===== src/hw/mem_settings.svh =====
`ifndef MEM_SETTINGS_SVH
`define MEM_SETTINGS_SVH

// Word address of the on-chip array, 512 words of 32 bits
`define MEM_WORD_ADDR_BITS 9

// Address split, low to high: column, bank, row
`define MEM_COL_BITS 4
`define MEM_BANK_BITS 2
`define MEM_ROW_BITS 3

// Longest burst one command may ask for
`define MEM_MAX_BURST 16

// Activate penalty paid by a beat that misses its open row
`define MEM_ACT_CYCLES 3

`endif

===== src/hw/mem_pkg.sv =====
`include "mem_settings.svh"

package mem_pkg;

  // First byte of every command packet
  typedef enum logic [7:0] {
    OP_WRITE = 8'h01,
    OP_READ  = 8'h02
  } cmd_op_e;

  // Command parser and response FSM
  typedef enum logic [2:0] {
    OPCODE,
    ADDR_LO,
    ADDR_HI,
    LEN,
    WDATA,
    WAIT_READ,
    SEND_STATUS,
    DRAIN
  } ctrl_state_e;

  // One request per command, len holds burst length minus one
  typedef struct packed {
    logic                               write;
    logic [`MEM_WORD_ADDR_BITS-1:0]     addr;
    logic [$clog2(`MEM_MAX_BURST)-1:0]  len;
  } mem_req_t;

  typedef struct packed {
    logic [31:0] data;
    logic        last;
  } mem_wbeat_t;

  typedef struct packed {
    logic [31:0] data;
    logic        last;
  } mem_rbeat_t;

endpackage


===== src/hw/stream_cmd_ctrl.sv =====
`include "mem_settings.svh"

module stream_cmd_ctrl (
  input  logic                clock,
  input  logic                reset_i,

  input  logic                s_valid_i,
  output logic                s_ready_o,
  input  logic                s_last_i,
  input  logic [7:0]          s_data_i,

  output logic                m_valid_o,
  input  logic                m_ready_i,
  output logic                m_last_o,
  output logic [7:0]          m_data_o,

  output mem_pkg::mem_req_t   req_o,
  output logic                req_valid_o,
  input  logic                req_ready_i,

  output mem_pkg::mem_wbeat_t wbeat_o,
  output logic                wbeat_valid_o,
  input  logic                wbeat_ready_i,

  input  mem_pkg::mem_rbeat_t rbeat_i,
  input  logic                rbeat_valid_i,
  output logic                rbeat_ready_o
);

  localparam int LEN_BITS = $clog2(`MEM_MAX_BURST);
  localparam logic [7:0] STATUS_OK = 8'h00;
  localparam logic [7:0] STATUS_BAD = 8'hFF;

  mem_pkg::ctrl_state_e state_q;
  mem_pkg::cmd_op_e op_q;
  mem_pkg::cmd_op_e op_in;

  logic [`MEM_WORD_ADDR_BITS-1:0] addr_q;
  logic [LEN_BITS-1:0] len_q;
  logic [LEN_BITS-1:0] beat_cnt_q;
  logic [1:0] byte_cnt_q;
  logic req_valid_q;
  logic [31:0] wdata_q;
  logic wlast_q;
  logic wvalid_q;
  logic [31:0] rdata_q;
  logic rlast_q;
  logic m_valid_q;
  logic [7:0] status_q;

  logic s_fire;
  logic m_fire;
  logic wbeat_fire;
  logic rbeat_fire;

  assign op_in = mem_pkg::cmd_op_e'(s_data_i);

  always_comb begin
    case (state_q)
      mem_pkg::OPCODE,
      mem_pkg::ADDR_LO,
      mem_pkg::ADDR_HI,
      mem_pkg::LEN,
      mem_pkg::DRAIN: s_ready_o = 1'b1;
      // One word buffer, refilled once the core takes it
      mem_pkg::WDATA: s_ready_o = !wvalid_q;
      default:        s_ready_o = 1'b0;
    endcase
  end

  assign s_fire = s_valid_i && s_ready_o;
  assign m_fire = m_valid_q && m_ready_i;
  assign wbeat_fire = wvalid_q && wbeat_ready_i;
  assign rbeat_fire = rbeat_valid_i && rbeat_ready_o;

  assign req_o.write = (op_q == mem_pkg::OP_WRITE);
  assign req_o.addr = addr_q;
  assign req_o.len = len_q;
  assign req_valid_o = req_valid_q;

  assign wbeat_o.data = wdata_q;
  assign wbeat_o.last = wlast_q;
  assign wbeat_valid_o = wvalid_q;

  // Next word only after all four bytes of the current one left
  assign rbeat_ready_o = (state_q == mem_pkg::WAIT_READ) && !m_valid_q;

  assign m_valid_o = m_valid_q;
  assign m_data_o = (state_q == mem_pkg::SEND_STATUS) ? status_q
                                                      : rdata_q[{byte_cnt_q, 3'b000} +: 8];
  assign m_last_o = (state_q == mem_pkg::SEND_STATUS) || (rlast_q && byte_cnt_q == 2'd3);

  always_ff @(posedge clock) begin
    if (reset_i) begin
      state_q     <= mem_pkg::OPCODE;
      op_q        <= mem_pkg::OP_READ;
      req_valid_q <= 1'b0;
      wvalid_q    <= 1'b0;
      wlast_q     <= 1'b0;
      rlast_q     <= 1'b0;
      m_valid_q   <= 1'b0;
      byte_cnt_q  <= '0;
      beat_cnt_q  <= '0;
      status_q    <= STATUS_OK;
    end else begin
      if (req_valid_q && req_ready_i) begin
        req_valid_q <= 1'b0;
      end
      if (wbeat_fire) begin
        wvalid_q <= 1'b0;
      end

      case (state_q)
        mem_pkg::OPCODE: begin
          if (s_fire) begin
            if (op_in == mem_pkg::OP_WRITE || op_in == mem_pkg::OP_READ) begin
              op_q    <= op_in;
              state_q <= mem_pkg::ADDR_LO;
            end else if (s_last_i) begin
              status_q  <= STATUS_BAD;
              m_valid_q <= 1'b1;
              state_q   <= mem_pkg::SEND_STATUS;
            end else begin
              state_q <= mem_pkg::DRAIN;
            end
          end
        end
        mem_pkg::ADDR_LO: begin
          if (s_fire) begin
            state_q <= mem_pkg::ADDR_HI;
          end
        end
        mem_pkg::ADDR_HI: begin
          if (s_fire) begin
            state_q <= mem_pkg::LEN;
          end
        end
        mem_pkg::LEN: begin
          if (s_fire) begin
            req_valid_q <= 1'b1;
            beat_cnt_q  <= s_data_i[LEN_BITS-1:0];
            byte_cnt_q  <= '0;
            state_q     <= (op_q == mem_pkg::OP_WRITE) ? mem_pkg::WDATA : mem_pkg::WAIT_READ;
          end
        end
        mem_pkg::WDATA: begin
          if (s_fire) begin
            byte_cnt_q <= byte_cnt_q + 2'd1;
            if (byte_cnt_q == 2'd3) begin
              wvalid_q   <= 1'b1;
              wlast_q    <= (beat_cnt_q == '0);
              beat_cnt_q <= beat_cnt_q - 1'b1;
            end
          end
          if (wbeat_fire && wlast_q) begin
            status_q  <= STATUS_OK;
            m_valid_q <= 1'b1;
            state_q   <= mem_pkg::SEND_STATUS;
          end
        end
        mem_pkg::WAIT_READ: begin
          if (rbeat_fire) begin
            m_valid_q  <= 1'b1;
            rlast_q    <= rbeat_i.last;
            byte_cnt_q <= '0;
          end
          if (m_fire) begin
            byte_cnt_q <= byte_cnt_q + 2'd1;
            if (byte_cnt_q == 2'd3) begin
              m_valid_q <= 1'b0;
              if (rlast_q) begin
                rlast_q <= 1'b0;
                state_q <= mem_pkg::OPCODE;
              end
            end
          end
        end
        mem_pkg::SEND_STATUS: begin
          if (m_fire) begin
            m_valid_q <= 1'b0;
            state_q   <= mem_pkg::OPCODE;
          end
        end
        mem_pkg::DRAIN: begin
          // Swallow the rest of a bad packet
          if (s_fire && s_last_i) begin
            status_q  <= STATUS_BAD;
            m_valid_q <= 1'b1;
            state_q   <= mem_pkg::SEND_STATUS;
          end
        end
        default: state_q <= mem_pkg::OPCODE;
      endcase
    end
  end

  // Command fields and data words
  always_ff @(posedge clock) begin
    if (s_fire) begin
      case (state_q)
        mem_pkg::ADDR_LO: addr_q[7:0] <= s_data_i;
        mem_pkg::ADDR_HI: addr_q[`MEM_WORD_ADDR_BITS-1:8] <= s_data_i[`MEM_WORD_ADDR_BITS-9:0];
        mem_pkg::LEN:     len_q <= s_data_i[LEN_BITS-1:0];
        mem_pkg::WDATA:   wdata_q[{byte_cnt_q, 3'b000} +: 8] <= s_data_i;
        default: ;
      endcase
    end
    if (rbeat_fire) begin
      rdata_q <= rbeat_i.data;
    end
  end

endmodule


===== config.mk =====
export PLATFORM = sky130hd
export DESIGN_NAME = stream_cmd_ctrl
export DESIGN_NICKNAME = d
export VERILOG_FILES = /design/src/hw/mem_pkg.sv /design/src/hw/stream_cmd_ctrl.sv
export VERILOG_INCLUDE_DIRS = /design/src /design/src/hw
export SDC_FILE = /design/constraint.sdc
export NUM_CORES = 1
export LEC_CHECK = 0
export BUFFER_PORTS_ARGS = -buffer_cell sky130_fd_sc_hd__buf_4
export CAP_MARGIN = 0
export CORE_UTILIZATION = 45
export CTS_CLUSTER_SIZE = 40
export DETAILED_ROUTE_END_ITERATION = 16
export PLACE_DENSITY = 0.67
export SETUP_SLACK_MARGIN = 0.2
export SYNTH_ARGS = -nofsm -noshare
export SYNTH_HDL_FRONTEND = slang
export SYNTH_SLANG_ARGS = --single-unit
export TNS_END_PERCENT = 30

===== constraint.sdc =====
create_clock -name clock -period 6.9 [get_ports clock]
set_input_delay 0.345 -clock clock [delete_from_list [all_inputs] [get_ports clock]]
set_output_delay 0.345 -clock clock [all_outputs]
set_load 0.02 [all_outputs]

==> run metrics <==
leakage=0.002119 uW; fin crit share=36.55%; status=finished, final reports clean; Yosys top cell by area=edfxtp_1; cells resized by post-CTS repair=0; Final ANT Viol Nets=0; slowest CP cell=dfxtp_1; Clock Skews=0.01629 ns; Overall Power=1412 uW; initial antenna violation count=0; row count=35; xor/xnor share of the synthesized area=0.2072%; Total Wirelength=8.527 mm; relative slew slack=22.16%; commonest non-fill, non-tap cells in the layout=buf_4 (110), edfxtp_1 (77), and2_1 (40); port bufs=109; die area=9787 sq um; multiplexer area fraction after synthesis=4.972%; router iterations before antenna repair=4; GPL Wtd Cong=0.7819; Crit path max-delay family=flip-flops; CP cell instances=mux4_2 > o21ai_0 > nand2_1 > buf_4; Final Hold Viols=0; Worst EP required=6.55 ns; postcts setup bufs=0; sequential-to-total area share from yosys stat=65.58%; CP max stage delay=0.84 ns; Synth Flop Type=edfxtp_1; Post-Synthesis Cells=313; synth warn=0; I/O pins=110; Avg WL per Cell=15.85 microns; Power Dens Cells=265.4 nW/um^2; Worst Hold Path EP=rdata_q[17]; Async SR Flop Fraction=0%; Setup Viol. Count Final=0; count of cell types in the netlist=49; Final Cell Area=5323 sq um; layout cells sized above 1=33.49%; Die Ht=98.93 microns; CTS tree=built; Crit Path Max Fanout=15; commonest non-fill, non-tap cell in the layout=buf_4; first-pass GRT wire length=13.58 mm; CP Capture Type=output port; fin nets=479; Critical R2R Launch=byte_cnt_q[0]; Hold Startpoint=rbeat_i[18]; ranking of synthesized cells by area=edfxtp_1 (55%), dfxtp_1 (11%), and2_1 (5.9%); Reg2Reg Setup Slack=4.41 ns; Post-Synth Adder-Cell Area=2.545%; largest family of logic cells by synthesized area=simple AND/OR/NAND/NOR gates; #FFs+latches synth=100; Inst Count DP=522; min Tclk post-route=2.522 ns; Compound-Gate Fraction of Synth Area=8.523%; Clock Latency Late Sink=0.37 ns; Slew @ Worst Pin=1.159 ns; n_diodes=0; r2r endpoint=wdata_q[15]; Syn Area/Cell=13.51 sq um; width of the chip=98.93 microns; VDD IR max=0.0001276 V; CTS Hold Bufs=0; unrepaired setup endpoints after global routing=no; Worst Hold Path Cells=1; CTS sink count=100; Setup CP Type=flop to output port; Slew Limit Fails=0; worst min path class=primary input to flop; Vias=2,793; clk root buf=clkbuf_8; Post-Synth Simple-Gate Area=15.74%; CTS buffer count=9; final HPWL from detailed placement=6.150 mm; DRT iter0 DRCs=109; Placed Area=5130 sq um; # fillers=752; EDFF count, synth=77; Clock transition at path regs=0.10 ns; Peak Freq=396.5 MHz; Bufs on Longest Clock Path=2; H-tree Lvls=3; Global Route Usage Sum=18.19%; area of the core=9153 sq um; Netlist Area Pre-Place=4228 sq um; post-synth top area share=54.69%; Cell Count, Final, Fillers Out=538; vias in the first global route=2,673; Critical path buffers and inverters=1; DR DRC count=0; max-capacitance violation count=0; critical path arrival=2.18 ns; vias per cell=5.191; CP startpoint kind=flop; setup TNS=0 ns; Initial Utilization=46.19%; largest net degree at the start of global routing=34; Layout area overhead=25.90%; total grt overflow=0; Mapped Nets=370; R2R cell count=4
## layout make-up
cell class / instances / area (sq um) / share of cell area [%]
timing repair buffer: 110 / 825.8 / 15.51
clock inverter: 6 / 55.05 / 1.034
multi-input combinational: 191 / 1355 / 25.46
sequential: 100 / 2773 / 52.09
tap: 111 / 138.9 / 2.609
clock buffer: 10 / 137.6 / 2.586
inverter: 10 / 37.54 / 0.7052
## logic make-up (layout without fill, tap and decap cells)
kind of cell,after synthesis,count (layout)
AOI/OAI and AO/OA,52,52
and+or+nand+nor,119,119
buffers and inverters,22,136
xor gates and xnor gates,1,1
adders and majority gates,8,8
muxes,11,11
DFF,100,100
## through the flow
step	utilization (%)	setup slack [ns]	hold slack, ns
2_1_floorplan	-	4.180	0.4225
3_3_place_gp	56.05	4.438	0.4365
3_5_place_dp	56.05	4.372	0.4425
4_1_cts	58.15	4.326	0.1363
5_1_grt	58.15	4.013	0.1235
6_report	58.15	4.378	0.1472
## metal layers
layer  GRT usage (%)  up-vias  routed length (microns)  share of wire, %
li1                -     1364                        -                 -
met1           25.15     1306                     3895                46
met2           27.97      115                     3874                45
met3           4.965        8                      661               7.8
met4           5.855        0                       94               1.1
met5               0        -                        0                 0
## power by group
part	internal [uW]	switching [uW]	total [uW]
logic	139	176	316
registers	687	49.1	736
clock network	148	212	361
total	975	438	1410
## cells in the mapped netlist, types with 2 or more instances
cell,instances
nor3b_1,5
nand2_1,23
a311oi_1,2
a21o_1,3
buf_4,2
o211a_1,2
ha_1,7
nand3_1,5
mux4_2,8
dfxtp_1,23
o21ai_0,17
nor2_1,18
a31oi_1,4
nor3_1,4
edfxtp_1,77
clkbuf_1,5
a211oi_1,2
and3_1,5
and2_1,40
buf_2,4
or3_1,2
nand2b_1,7
a21oi_1,10
inv_1,10
nor4_1,2
mux2i_1,3
## sequential cells by signal (all words and copies together) (netlist names)
| name | count |
|---|---|
| rdata_q | 32 |
| wdata_q | 32 |
| addr_q | 9 |
| op_q | 8 |
| beat_cnt_q | 4 |
| len_q | 4 |
| state_q | 3 |
| byte_cnt_q | 2 |
| m_valid_o | 1 |
| req_valid_o | 1 |
| rlast_q | 1 |
| status_q | 1 |
| wbeat_valid_o | 1 |
| wlast_q | 1 |
## worst max path at each step
stage / start / end / slack (ns) / cells past startpoint
2_1_floorplan: state_q[2] / rlast_q / 4.18 / 6
3_3_place_gp: byte_cnt_q[0] / wdata_q[2] / 4.44 / 4
3_5_place_dp: byte_cnt_q[0] / wdata_q[11] / 4.37 / 4
4_1_cts: byte_cnt_q[0] / m_data_o[5] / 4.33 / 4
5_1_grt: byte_cnt_q[0] / wdata_q[8] / 4.01 / 4
6_report: byte_cnt_q[0] / m_data_o[5] / 4.38 / 4
No activity file was read; power rests on OpenSTA's default activity.
